==> config.mk <==
export PLATFORM = sky130hd
export DESIGN_NAME = murn_node_array_top
export DESIGN_NICKNAME = d
export VERILOG_FILES = /design/src/hdl/murn_pkg.sv /design/src/hdl/murn_two_fifo.sv /design/src/hdl/murn_converter.sv /design/src/hdl/murn_alu_block.sv /design/src/hdl/murn_node_array_top.sv
export SDC_FILE = /design/constraint.sdc
export NUM_CORES = 1
export LEC_CHECK = 0
export ABC_AREA = 0
export ABC_CLOCK_PERIOD_IN_PS = 5700
export BUFFER_PORTS_ARGS = -buffer_cell sky130_fd_sc_hd__buf_2
export CELL_PAD_IN_SITES_DETAIL_PLACEMENT = 1
export CELL_PAD_IN_SITES_GLOBAL_PLACEMENT = 2
export CORE_UTILIZATION = 38
export CTS_CLUSTER_SIZE = 16
export DETAILED_ROUTE_END_ITERATION = 10
export MAX_ROUTING_LAYER = met4
export PLACE_DENSITY_LB_ADDON = 0.1
export REMOVE_ABC_BUFFERS = 1
export SYNTH_ARGS = -nofsm -noshare
export SYNTH_HDL_FRONTEND = slang
export SYNTH_SLANG_ARGS = --single-unit
==> constraint.sdc <==
create_clock -name clk_i -period 5.7 [get_ports clk_i]
set_input_delay 1.71 -clock clk_i [delete_from_list [all_inputs] [get_ports clk_i]]
set_output_delay 1.71 -clock clk_i [all_outputs]
set_load 0.05 [all_outputs]
==> src/hdl/murn_pkg.sv <==
// ring node shared definitions

`default_nettype none

package murn_pkg;

   // number of ring nodes served by the bridge
   localparam int NODES = 2;

   // operand, tag and result widths
   localparam int OPND_W = 12;
   localparam int TAG_W  = 6;
   localparam int VAL_W  = 24;

   // opcodes understood by the compute block
   typedef enum logic [1:0]
   {
      // zero-extended sum
      OP_ADD = 2'd0,
      // difference modulo 2^24
      OP_SUB = 2'd1,
      // zero-extended exclusive or
      OP_XOR = 2'd2,
      // full product of the two operands
      OP_MUL = 2'd3
   } murn_op_e;

   // request flit from host to node, 32 bits
   typedef struct packed
   {
      murn_op_e          op;
      logic [TAG_W-1:0]  tag;
      logic [OPND_W-1:0] a;
      logic [OPND_W-1:0] b;
   } req_flit_t;

   // result flit from node back to host, 32 bits
   // tag and op are echoed from the request
   typedef struct packed
   {
      logic [TAG_W-1:0] tag;
      murn_op_e         op;
      logic [VAL_W-1:0] value;
   } rsp_flit_t;

endpackage

`default_nettype wire

==> src/hdl/murn_two_fifo.sv <==
// two entry flit fifo

`default_nettype none

module murn_two_fifo
#(
   parameter type payload_t = logic [31:0]
)
(
   input  wire logic     clk_i,
   input  wire logic     rst_n_i,

   // valid/ready producer side
   input  wire logic     v_i,
   output logic          ready_o,
   input  wire payload_t data_i,

   // valid/yumi consumer side
   output logic          v_o,
   output payload_t      data_o,
   input  wire logic     yumi_i
);

   // payload storage
   payload_t mem_r [2];

   logic wr_ptr_r;
   logic rd_ptr_r;
   logic full_r;
   logic empty_r;

   logic push;
   logic pop;

   // a full fifo takes a new item only on the cycle it pops
   assign ready_o = ~full_r | yumi_i;
   assign push    = v_i & ready_o;
   assign pop     = yumi_i;

   assign v_o    = ~empty_r;
   assign data_o = mem_r[rd_ptr_r];

   always_ff @(posedge clk_i)
   begin
      if (!rst_n_i)
      begin
         wr_ptr_r <= 1'b0;
         rd_ptr_r <= 1'b0;
         full_r   <= 1'b0;
         empty_r  <= 1'b1;
      end
      else
      begin
         if (push)
         begin
            wr_ptr_r <= ~wr_ptr_r;
         end
         if (pop)
         begin
            rd_ptr_r <= ~rd_ptr_r;
         end

         // occupancy only moves when exactly one side acts
         if (push && !pop)
         begin
            empty_r <= 1'b0;
            full_r  <= (~wr_ptr_r == rd_ptr_r);
         end
         else if (pop && !push)
         begin
            full_r  <= 1'b0;
            empty_r <= (~rd_ptr_r == wr_ptr_r);
         end
      end
   end

   always_ff @(posedge clk_i)
   begin
      if (push)
      begin
         mem_r[wr_ptr_r] <= data_i;
      end
   end

   // equal pointers mean exactly one of full or empty
   assert property (@(posedge clk_i) disable iff (!rst_n_i)
                    (wr_ptr_r == rd_ptr_r) == (full_r ^ empty_r))
      else $error("two_fifo: occupancy flags disagree with pointers");

   // the consumer may only pop an item that is there
   assert property (@(posedge clk_i) disable iff (!rst_n_i)
                    yumi_i |-> v_o)
      else $error("two_fifo: yumi without valid");

endmodule

`default_nettype wire

==> src/hdl/murn_converter.sv <==
// ring flow control bridge

`default_nettype none

module murn_converter
(
   input  wire logic                     clk_i,
   input  wire logic                     rst_n_i,

   // upstream request buffers, valid/yumi
   input  wire logic [murn_pkg::NODES-1:0] req_v_i,
   output logic      [murn_pkg::NODES-1:0] req_yumi_o,
   input  wire murn_pkg::req_flit_t        req_i [murn_pkg::NODES],

   // switch to block, valid then retry
   output logic      [murn_pkg::NODES-1:0] sw2blk_valid_o,
   input  wire logic [murn_pkg::NODES-1:0] sw2blk_retry_i,
   output murn_pkg::req_flit_t             sw2blk_data_o [murn_pkg::NODES],

   // block to switch, retry then valid
   input  wire logic [murn_pkg::NODES-1:0] blk2sw_valid_i,
   output logic      [murn_pkg::NODES-1:0] blk2sw_retry_o,
   input  wire murn_pkg::rsp_flit_t        blk2sw_data_i [murn_pkg::NODES],

   // host result side, valid/yumi
   output logic      [murn_pkg::NODES-1:0] resp_v_o,
   input  wire logic [murn_pkg::NODES-1:0] resp_yumi_i,
   output murn_pkg::rsp_flit_t             resp_o [murn_pkg::NODES]
);

   logic [murn_pkg::NODES-1:0] rsp_ready;
   logic [murn_pkg::NODES-1:0] rsp_push;

   // request path adds no cycle
   // the buffer head is offered and popped once the block stops retrying
   assign sw2blk_valid_o = req_v_i;
   assign req_yumi_o     = req_v_i & ~sw2blk_retry_i;

   // retry comes from fifo state first, the block picks its valid after
   assign blk2sw_retry_o = ~rsp_ready;
   assign rsp_push       = blk2sw_valid_i & ~blk2sw_retry_o;

   for (genvar i = 0; i < murn_pkg::NODES; i++)
   begin : g_node
      assign sw2blk_data_o[i] = req_i[i];

      // the retry->valid output needs two slots to present as valid/yumi
      murn_two_fifo
      #(
         .payload_t (murn_pkg::rsp_flit_t)
      )
      u_rsp_fifo
      (
         .clk_i   (clk_i),
         .rst_n_i (rst_n_i),
         .v_i     (rsp_push[i]),
         .ready_o (rsp_ready[i]),
         .data_i  (blk2sw_data_i[i]),
         .v_o     (resp_v_o[i]),
         .data_o  (resp_o[i]),
         .yumi_i  (resp_yumi_i[i])
      );

      // ring retry is only raised by a full result fifo the host is not draining
      assert property (@(posedge clk_i) disable iff (!rst_n_i)
                       blk2sw_retry_o[i] |-> (resp_v_o[i] && !resp_yumi_i[i]))
         else $error("converter: ring retry without a stalled result fifo");
   end

endmodule

`default_nettype wire

==> src/hdl/murn_alu_block.sv <==
// per node arithmetic block

`default_nettype none

module murn_alu_block
(
   input  wire logic                clk_i,
   input  wire logic                rst_n_i,

   // request in from switch, valid then retry
   input  wire logic                sw2blk_valid_i,
   output logic                     sw2blk_retry_o,
   input  wire murn_pkg::req_flit_t sw2blk_data_i,

   // result out to switch, retry then valid
   output logic                     blk2sw_valid_o,
   input  wire logic                blk2sw_retry_i,
   output murn_pkg::rsp_flit_t      blk2sw_data_o
);

   // output register
   logic                out_v_r;
   murn_pkg::rsp_flit_t out_r;

   logic                     accept;
   logic [murn_pkg::VAL_W-1:0] a_ext;
   logic [murn_pkg::VAL_W-1:0] b_ext;
   logic [murn_pkg::VAL_W-1:0] value_d;

   // busy only while holding a result the switch keeps retrying
   assign sw2blk_retry_o = out_v_r & blk2sw_retry_i;
   assign accept         = sw2blk_valid_i & ~sw2blk_retry_o;

   assign blk2sw_valid_o = out_v_r;
   assign blk2sw_data_o  = out_r;

   // operands widened to result width
   assign a_ext = {{(murn_pkg::VAL_W - murn_pkg::OPND_W){1'b0}}, sw2blk_data_i.a};
   assign b_ext = {{(murn_pkg::VAL_W - murn_pkg::OPND_W){1'b0}}, sw2blk_data_i.b};

   always_comb
   begin
      value_d = '0;
      unique case (sw2blk_data_i.op)
         murn_pkg::OP_ADD:
         begin
            value_d = a_ext + b_ext;
         end
         murn_pkg::OP_SUB:
         begin
            // wraps modulo 2^24
            value_d = a_ext - b_ext;
         end
         murn_pkg::OP_XOR:
         begin
            value_d = a_ext ^ b_ext;
         end
         murn_pkg::OP_MUL:
         begin
            // 12x12 product always fits in 24 bits
            value_d = a_ext * b_ext;
         end
      endcase
   end

   // valid reloads whenever the register is empty or draining
   always_ff @(posedge clk_i)
   begin
      if (!rst_n_i)
      begin
         out_v_r <= 1'b0;
      end
      else if (!sw2blk_retry_o)
      begin
         out_v_r <= sw2blk_valid_i;
      end
   end

   always_ff @(posedge clk_i)
   begin
      if (accept)
      begin
         out_r.tag   <= sw2blk_data_i.tag;
         out_r.op    <= sw2blk_data_i.op;
         out_r.value <= value_d;
      end
   end

   // a retried result is held as is
   assert property (@(posedge clk_i) disable iff (!rst_n_i)
                    (blk2sw_valid_o && blk2sw_retry_i) |=> $stable(blk2sw_data_o))
      else $error("alu_block: held result changed while retried");

   // and it does not drop its valid before it transfers
   assert property (@(posedge clk_i) disable iff (!rst_n_i)
                    (blk2sw_valid_o && blk2sw_retry_i) |=> blk2sw_valid_o)
      else $error("alu_block: valid dropped while retried");

endmodule

`default_nettype wire

==> src/hdl/murn_node_array_top.sv <==
// ring node array top level

`default_nettype none

module murn_node_array_top
(
   input  wire logic                       clk_i,
   input  wire logic                       rst_n_i,

   // host requests, valid/ready
   input  wire logic [murn_pkg::NODES-1:0] req_v_i,
   output logic      [murn_pkg::NODES-1:0] req_ready_o,
   input  wire murn_pkg::req_flit_t        req_i [murn_pkg::NODES],

   // host results, valid/yumi
   output logic      [murn_pkg::NODES-1:0] resp_v_o,
   input  wire logic [murn_pkg::NODES-1:0] resp_yumi_i,
   output murn_pkg::rsp_flit_t             resp_o [murn_pkg::NODES]
);

   // request buffer heads
   logic [murn_pkg::NODES-1:0] req_buf_v;
   logic [murn_pkg::NODES-1:0] req_buf_yumi;
   murn_pkg::req_flit_t        req_buf_data [murn_pkg::NODES];

   // ring side of each node
   logic [murn_pkg::NODES-1:0] sw2blk_valid;
   logic [murn_pkg::NODES-1:0] sw2blk_retry;
   murn_pkg::req_flit_t        sw2blk_data [murn_pkg::NODES];
   logic [murn_pkg::NODES-1:0] blk2sw_valid;
   logic [murn_pkg::NODES-1:0] blk2sw_retry;
   murn_pkg::rsp_flit_t        blk2sw_data [murn_pkg::NODES];

   // input side
   for (genvar i = 0; i < murn_pkg::NODES; i++)
   begin : g_req
      murn_two_fifo
      #(
         .payload_t (murn_pkg::req_flit_t)
      )
      u_req_fifo
      (
         .clk_i   (clk_i),
         .rst_n_i (rst_n_i),
         .v_i     (req_v_i[i]),
         .ready_o (req_ready_o[i]),
         .data_i  (req_i[i]),
         .v_o     (req_buf_v[i]),
         .data_o  (req_buf_data[i]),
         .yumi_i  (req_buf_yumi[i])
      );
   end

   murn_converter u_converter
   (
      .clk_i          (clk_i),
      .rst_n_i        (rst_n_i),
      .req_v_i        (req_buf_v),
      .req_yumi_o     (req_buf_yumi),
      .req_i          (req_buf_data),
      .sw2blk_valid_o (sw2blk_valid),
      .sw2blk_retry_i (sw2blk_retry),
      .sw2blk_data_o  (sw2blk_data),
      .blk2sw_valid_i (blk2sw_valid),
      .blk2sw_retry_o (blk2sw_retry),
      .blk2sw_data_i  (blk2sw_data),
      .resp_v_o       (resp_v_o),
      .resp_yumi_i    (resp_yumi_i),
      .resp_o         (resp_o)
   );

   // processing part
   for (genvar i = 0; i < murn_pkg::NODES; i++)
   begin : g_alu
      murn_alu_block u_alu
      (
         .clk_i          (clk_i),
         .rst_n_i        (rst_n_i),
         .sw2blk_valid_i (sw2blk_valid[i]),
         .sw2blk_retry_o (sw2blk_retry[i]),
         .sw2blk_data_i  (sw2blk_data[i]),
         .blk2sw_valid_o (blk2sw_valid[i]),
         .blk2sw_retry_i (blk2sw_retry[i]),
         .blk2sw_data_o  (blk2sw_data[i])
      );
   end

endmodule

`default_nettype wire

### Word-level counts from Yosys, hierarchy flattened

Memories as Yosys holds them, arrays and structs flattened. A register that Yosys moved wholly into a read port is not among the register bits.
Index checks and enable logic that the tools add are counted.
W data, S select, Z words.

* divide/modulo/power cells: 0
* equal/unequal tests: 14
* bitwise logic cells: 37
* reduce and logical (&&, ||, !) cells: 22
* mux-type cells: 34
* $add $sub $neg: 4
* multipliers: 2
* shift operators: 0
* order comparisons: 0

Operators with widths (count)
* $pmux W24 S4: 2
* $mul A12 B12 Y24: 2
* $mux W1: 32
* $add A12 B12 Y13: 2
* $sub A12 B12 Y13: 2
* $xor A12 B12 Y12: 2
* $not A1 Y1: 18
* $and A1 B1 Y1: 8
* $eq A1 B1 Y1: 8
* $eq A2 B2 Y1 const B: 4
* $logic_and A1 B1 Y1: 8
* $logic_not A1 Y1: 8
* $reduce_bool A2 Y1: 4
* $not A2 Y2: 3
* $and A2 B2 Y2: 2
* $eq A2 B1 Y1 const B: 2
* $logic_not A2 Y1: 2
* $or A1 B1 Y1: 4

* logic and storage cells: 141
* register bits: 82
* memory bits (writable): 256
* memories kept: 4
* bits in latches: 0
* output and inout bits: 68
* ROM bits: 0
* input port bits: 70

Memory list
* g_req[0].u_req_fifo.mem_r: depth 2, width 32, read ports 1, clocked after Yosys merged registers in 1, wr ports 1, RTL line murn_two_fifo.sv:25 `payload_t mem_r [2];`
* g_req[1].u_req_fifo.mem_r: depth 2, width 32, read ports 1, clocked after Yosys merged registers in 1, wr ports 1, RTL line murn_two_fifo.sv:25
* u_converter.g_node[0].u_rsp_fifo.mem_r: depth 2, width 32, read ports 1, clocked after Yosys merged registers in 1, wr ports 1, RTL line murn_two_fifo.sv:25
* u_converter.g_node[1].u_rsp_fifo.mem_r: depth 2, width 32, read ports 1, clocked after Yosys merged registers in 1, wr ports 1, RTL line murn_two_fifo.sv:25

### Depth between registers and ports, before layout

* depth in word-level cells: 12
* gate-level depth with buffers: 25
* mapped depth without buffers: 21

### Hierarchy

A second synthesis with hierarchy kept.

* cell total of the unflattened synthesis: 2218
* area, all modules: 25787.2 µm²

Modules (own cells, without submodules)
* murn_two_fifo: cells each 124, area each 2696.3 µm², seq. area each 2021.9 µm², times used 4
* murn_alu_block at g_alu[0].u_alu: cells each 834, area each 7300.8 µm², seq. area each 980.9 µm², times used 1
* murn_alu_block at g_alu[1].u_alu: cells each 816, area each 7158.1 µm², seq. area each 980.9 µm², times used 1
* murn_converter: cells each 72, area each 543.0 µm², seq. area each 0.0 µm², times used 1

### Worst setup path before layout

Ideal clock, no wire load.

* path type: reg2reg
* start point: reg (tool-made name)
* end point: reg g_alu[0].u_alu.out_r (netlist bit g_alu[0].u_alu.blk2sw_data_o[22]), data pin
* stages on the path, launching flop included: 22
* required time: 5.433 ns
* buffers on the path: 4
* period minus slack after synthesis: 6.213 ns
* arrival: 5.945 ns
* library setup time: 0.267 ns
* setup slack: -0.513 ns
* path through: dfxtp_1 buf_2 buf_2 buf_2 mux2i_1 clkinv_1 ha_1 fa_1 fa_1 fa_1 fa_1 inv_1 fa_1 inv_1 ha_1 clkbuf_1 a21o_1 a2111oi_0 nor3_1 a221oi_1 xor2_1 o21ai_1

RTL lines
* to (decl): RTL line murn_alu_block.sv:23 `murn_pkg::rsp_flit_t out_r;`

==> summary.txt <==
Timing
  – Crit share post-route: 100.5%
  – RSZ-0062 raised after global routing: yes
  – Final Skew: 0.01840 ns
  – Setup violators final: 1
  – Max Fclk: roughly 0.17 GHz
  – Final hold vios: 0
  – Final slew viol count: 0
  – Period minus WS final: about 5.7 ns
  – Final WS setup: -0.02668 ns
  – Setup TNS: -0.02668 ns
  – Worst-Margin Slew: about 1.2 ns
  – Slew headroom: 20.06%

Worst setup path
  – Slowest CP cell: fa_1
  – Crit path launch type: flip-flop
  – CP delay by family, top: adder cells
  – WP data required: ~6 ns
  – Max stage delay on crit path: 0.55 ns
  – Kind of critical path: flip-flop to flip-flop
  – WP buf/inv: 7
  – Most numerous cell on the critical path: fa_1
  – Crit-path cells: buf_12, buf_8, mux2i_1, buf_4, nor2_4, fa_1, inv_2, fa_1, inv_2, fa_1, fa_1, inv_2, fa_1, inv_2, ha_4, nand3_4, o211ai_1, o2111ai_2, a31oi_2, o21bai_1, and3_1, or3_1
  – Critical path arrival: slightly above 6 ns
  – Max FO, Critical Path: 7
  – Crit. End Element: flip-flop

Flow run
  – MaxCap Viol Count: 0

Synthesis
  – Synth cell count leaders: inv_1, edfxtp_1, nand2_1, fa_1, ha_1
  – Post-synthesis cell type count: 78
  – Async set-reset flop share out of synthesis: 0%
  – Post-synth EDFFs: 320
  – Synth area leaders: edfxtp_1, fa_1, ha_1, inv_1, mux2_2
  – Area leader, netlist: edfxtp_1
  – Yosys top cell area share: 40.25%
  – Mapped Area: between 20,000 and 25,000 um2
  – Cell with the most instances after synthesis: inv_1
  – Syn Area/Cell: about 11 um2
  – #FFs+latches synth: between 300 and 400
  – Synth Instances: 2,113
  – Primary FF master, synth: edfxtp_1
  – Seq/Total Area, Yosys: 42.09%
  – Synth Warn #: 0

Outcome
  – Failing checks: negative setup slack
  – Status: finished, violations left

Global routing
  – First-pass GRT wire length: about 100 mm
  – All-Layer GR Usage: between 20% and 30%
  – Initial antenna violation count: 4
  – Number of global-route vias before repair: 18,560
  – Total grt overflow: 0
  – Largest net degree at the start of global routing: 34

Floorplan
  – DIE WIDTH: 252.7 um
  – IO Pins: 138
  – Die area: between 60,000 and 70,000 um2
  – Initial Util: around two fifths
  – Core Region: 61,940 um2
  – Row count: 91
  – Die H: between 200 and 300 um

Clock network
  – Inserted Clock Buffers: 39
  – Clock latency on the worst-skew pair: about 0.57 ns
  – CTS tree: done
  – Reg clk slew, reported paths: roughly 0.06 ns
  – Total clock sinks: 342
  – Clk root buf: clkbuf_16
  – Clk buf depth: 3
  – H-tree levels: 2

Detailed routing
  – DR pass1 iterations: 4
  – Routed vias: between 15,000 and 20,000
  – DRT antenna net count: 0
  – Via density: a little under 5
  – Drt initial violations: 559
  – DRC: 0
  – Routed len/inst: about 19 um
  – Final wirelength: roughly 65 mm

Final layout
  – P&R area growth vs syn: 23.43%
  – Share of cells above drive strength 1: 27.96%
  – Final nets: ~2,900
  – Fillers: 6,684

Place
  – # port buffers: 137
  – DP Wirelength: around 53 mm
  – GP Congestion: 0.8819

Hold path
  – Hold crit path type: flip-flop to flip-flop
-- cells in the final DEF (no fill, tap or decap), drive strengths merged, types with 5 or more instances in the layout --
cell type	count
buf	402
inv	342
edfxtp	320
nand2	230
fa	204
ha	176
nor2	153
mux2	82
a21oi	75
o21ai	59
clkbuf	52
mux2i	50
and2	27
xnor2	26
clkinv	25
nand3	24
dfxtp	22
nor3	22
a21o	20
xor2	19
o211ai	18
o21a	14
a211oi	14
and3	14
nand2b	12
nor2b	11
o31ai	10
a31oi	8
o21bai	7
nor4	6
or3	5
a41oi	5
a21boi	5
-- per-layer routing --
layer | up-vias | wire length (um) | global-route usage [%]
met5 | - | 0 | -
met2 | 197 | 35190 | 39.65
met3 | 110 | 1437 | 2.317
li1 | 7882 | - | -
met1 | 8353 | 26390 | 23.91
met4 | 0 | 2212 | 7.792
-- cell type report --
cell class,instances,area [um2],area share (%)
Timing Repair Buffer,402,2831,9.607
Antenna cell,3,7.507,0.02547
Clock buffer,52,1046,3.549
Inverter,354,1359,4.610
Tap cell,837,1047,3.553
Clock inverter,19,168.9,0.5731
Sequential cell,342,10060,34.13
Multi-Input combinational cell,1356,12950,43.95
-- flip-flops by register name (all words and copies together) (netlist names), named ones only --
name / cells
u_converter.g_node.u_rsp_fifo.empty_r: 2
g_alu.u_alu.blk2sw_valid_o: 2
u_converter.g_node.u_rsp_fifo.full_r: 2
u_converter.g_node.u_rsp_fifo.wr_ptr_r: 2
g_req.u_req_fifo.rd_ptr_r: 2
g_alu.u_alu.blk2sw_data_o: 64
u_converter.g_node.u_rsp_fifo.mem_r: 128
g_req.u_req_fifo.mem_r: 128
g_req.u_req_fifo.empty_r: 2
g_req.u_req_fifo.wr_ptr_r: 2
u_converter.g_node.u_rsp_fifo.rd_ptr_r: 2
g_req.u_req_fifo.full_r: 2
-- what timing repair did --
item | CTS | global route
hold endpoints to repair | 0 | 0
gates cloned | 1 | 0
pin swaps | 6 | 53
hold buffers | 0 | 0
buffers inserted | 6 | 37
resized for setup | 80 | 130
endpoints found under the setup margin | 17 | 20
-- metrics by stage --
step,std cells,hold WS (ns),utilization [%],cell area [um2],setup slack (ns)
floorplan,2052,0.4215,-,23600,-0.9696
global placement,3247,0.4227,43.67,27050,-0.2737
CTS,3325,0.4421,46.30,28680,-0.07189
global route,3365,0.4488,47.58,29470,-0.2581
finish,3365,0.4408,47.58,29470,-0.02668
detailed placement,3247,0.4331,43.67,27050,-0.3084
-- worst reg2reg max path, cell delays in order, from the launching register on --
cell and delay, ns:
dfxtp_4 0.37, buf_12 0.15, buf_8 0.12, mux2i_1 0.18
buf_4 0.19, nor2_4 0.06, fa_1 0.55, inv_2 0.04
fa_1 0.51, inv_2 0.04, fa_1 0.49, fa_1 0.53
inv_2 0.04, fa_1 0.51, inv_2 0.05, ha_4 0.29
nand3_4 0.07, o211ai_1 0.25, o2111ai_2 0.20, a31oi_2 0.26
o21bai_1 0.12, and3_1 0.19, or3_1 0.30
-- worst paths after layout --
kind,from,endpoint,slack [ns],depth (start not counted)
worst max register to register,flip-flop,g_alu[1].u_alu.blk2sw_data_o[23]$_DFFE_PP_,-0.03,22
worst min-delay path,g_alu[1].u_alu.blk2sw_data_o[26]$_DFFE_PP_,u_converter.g_node[1].u_rsp_fifo.mem_r[1][26]$_DFFE_PP_,0.44,0
worst min register to register,g_alu[1].u_alu.blk2sw_data_o[26]$_DFFE_PP_,u_converter.g_node[1].u_rsp_fifo.mem_r[1][26]$_DFFE_PP_,0.44,0
worst max-delay path,flip-flop,g_alu[1].u_alu.blk2sw_data_o[23]$_DFFE_PP_,-0.03,22
-- kinds of logic after synthesis --
family          Yosys count  share of synthesized area [%]
fa+ha+maj               380                          26.33
flops                   342                          42.09
mux                     132                          5.963
buf+inv                 415                          6.708
xor+xnor                 45                          1.651
compound gates          277                          7.667
simple gates            522                          9.595
Power is not shown: default switching activity piles up to over one toggle a cycle in this logic, so the estimate is an artifact.
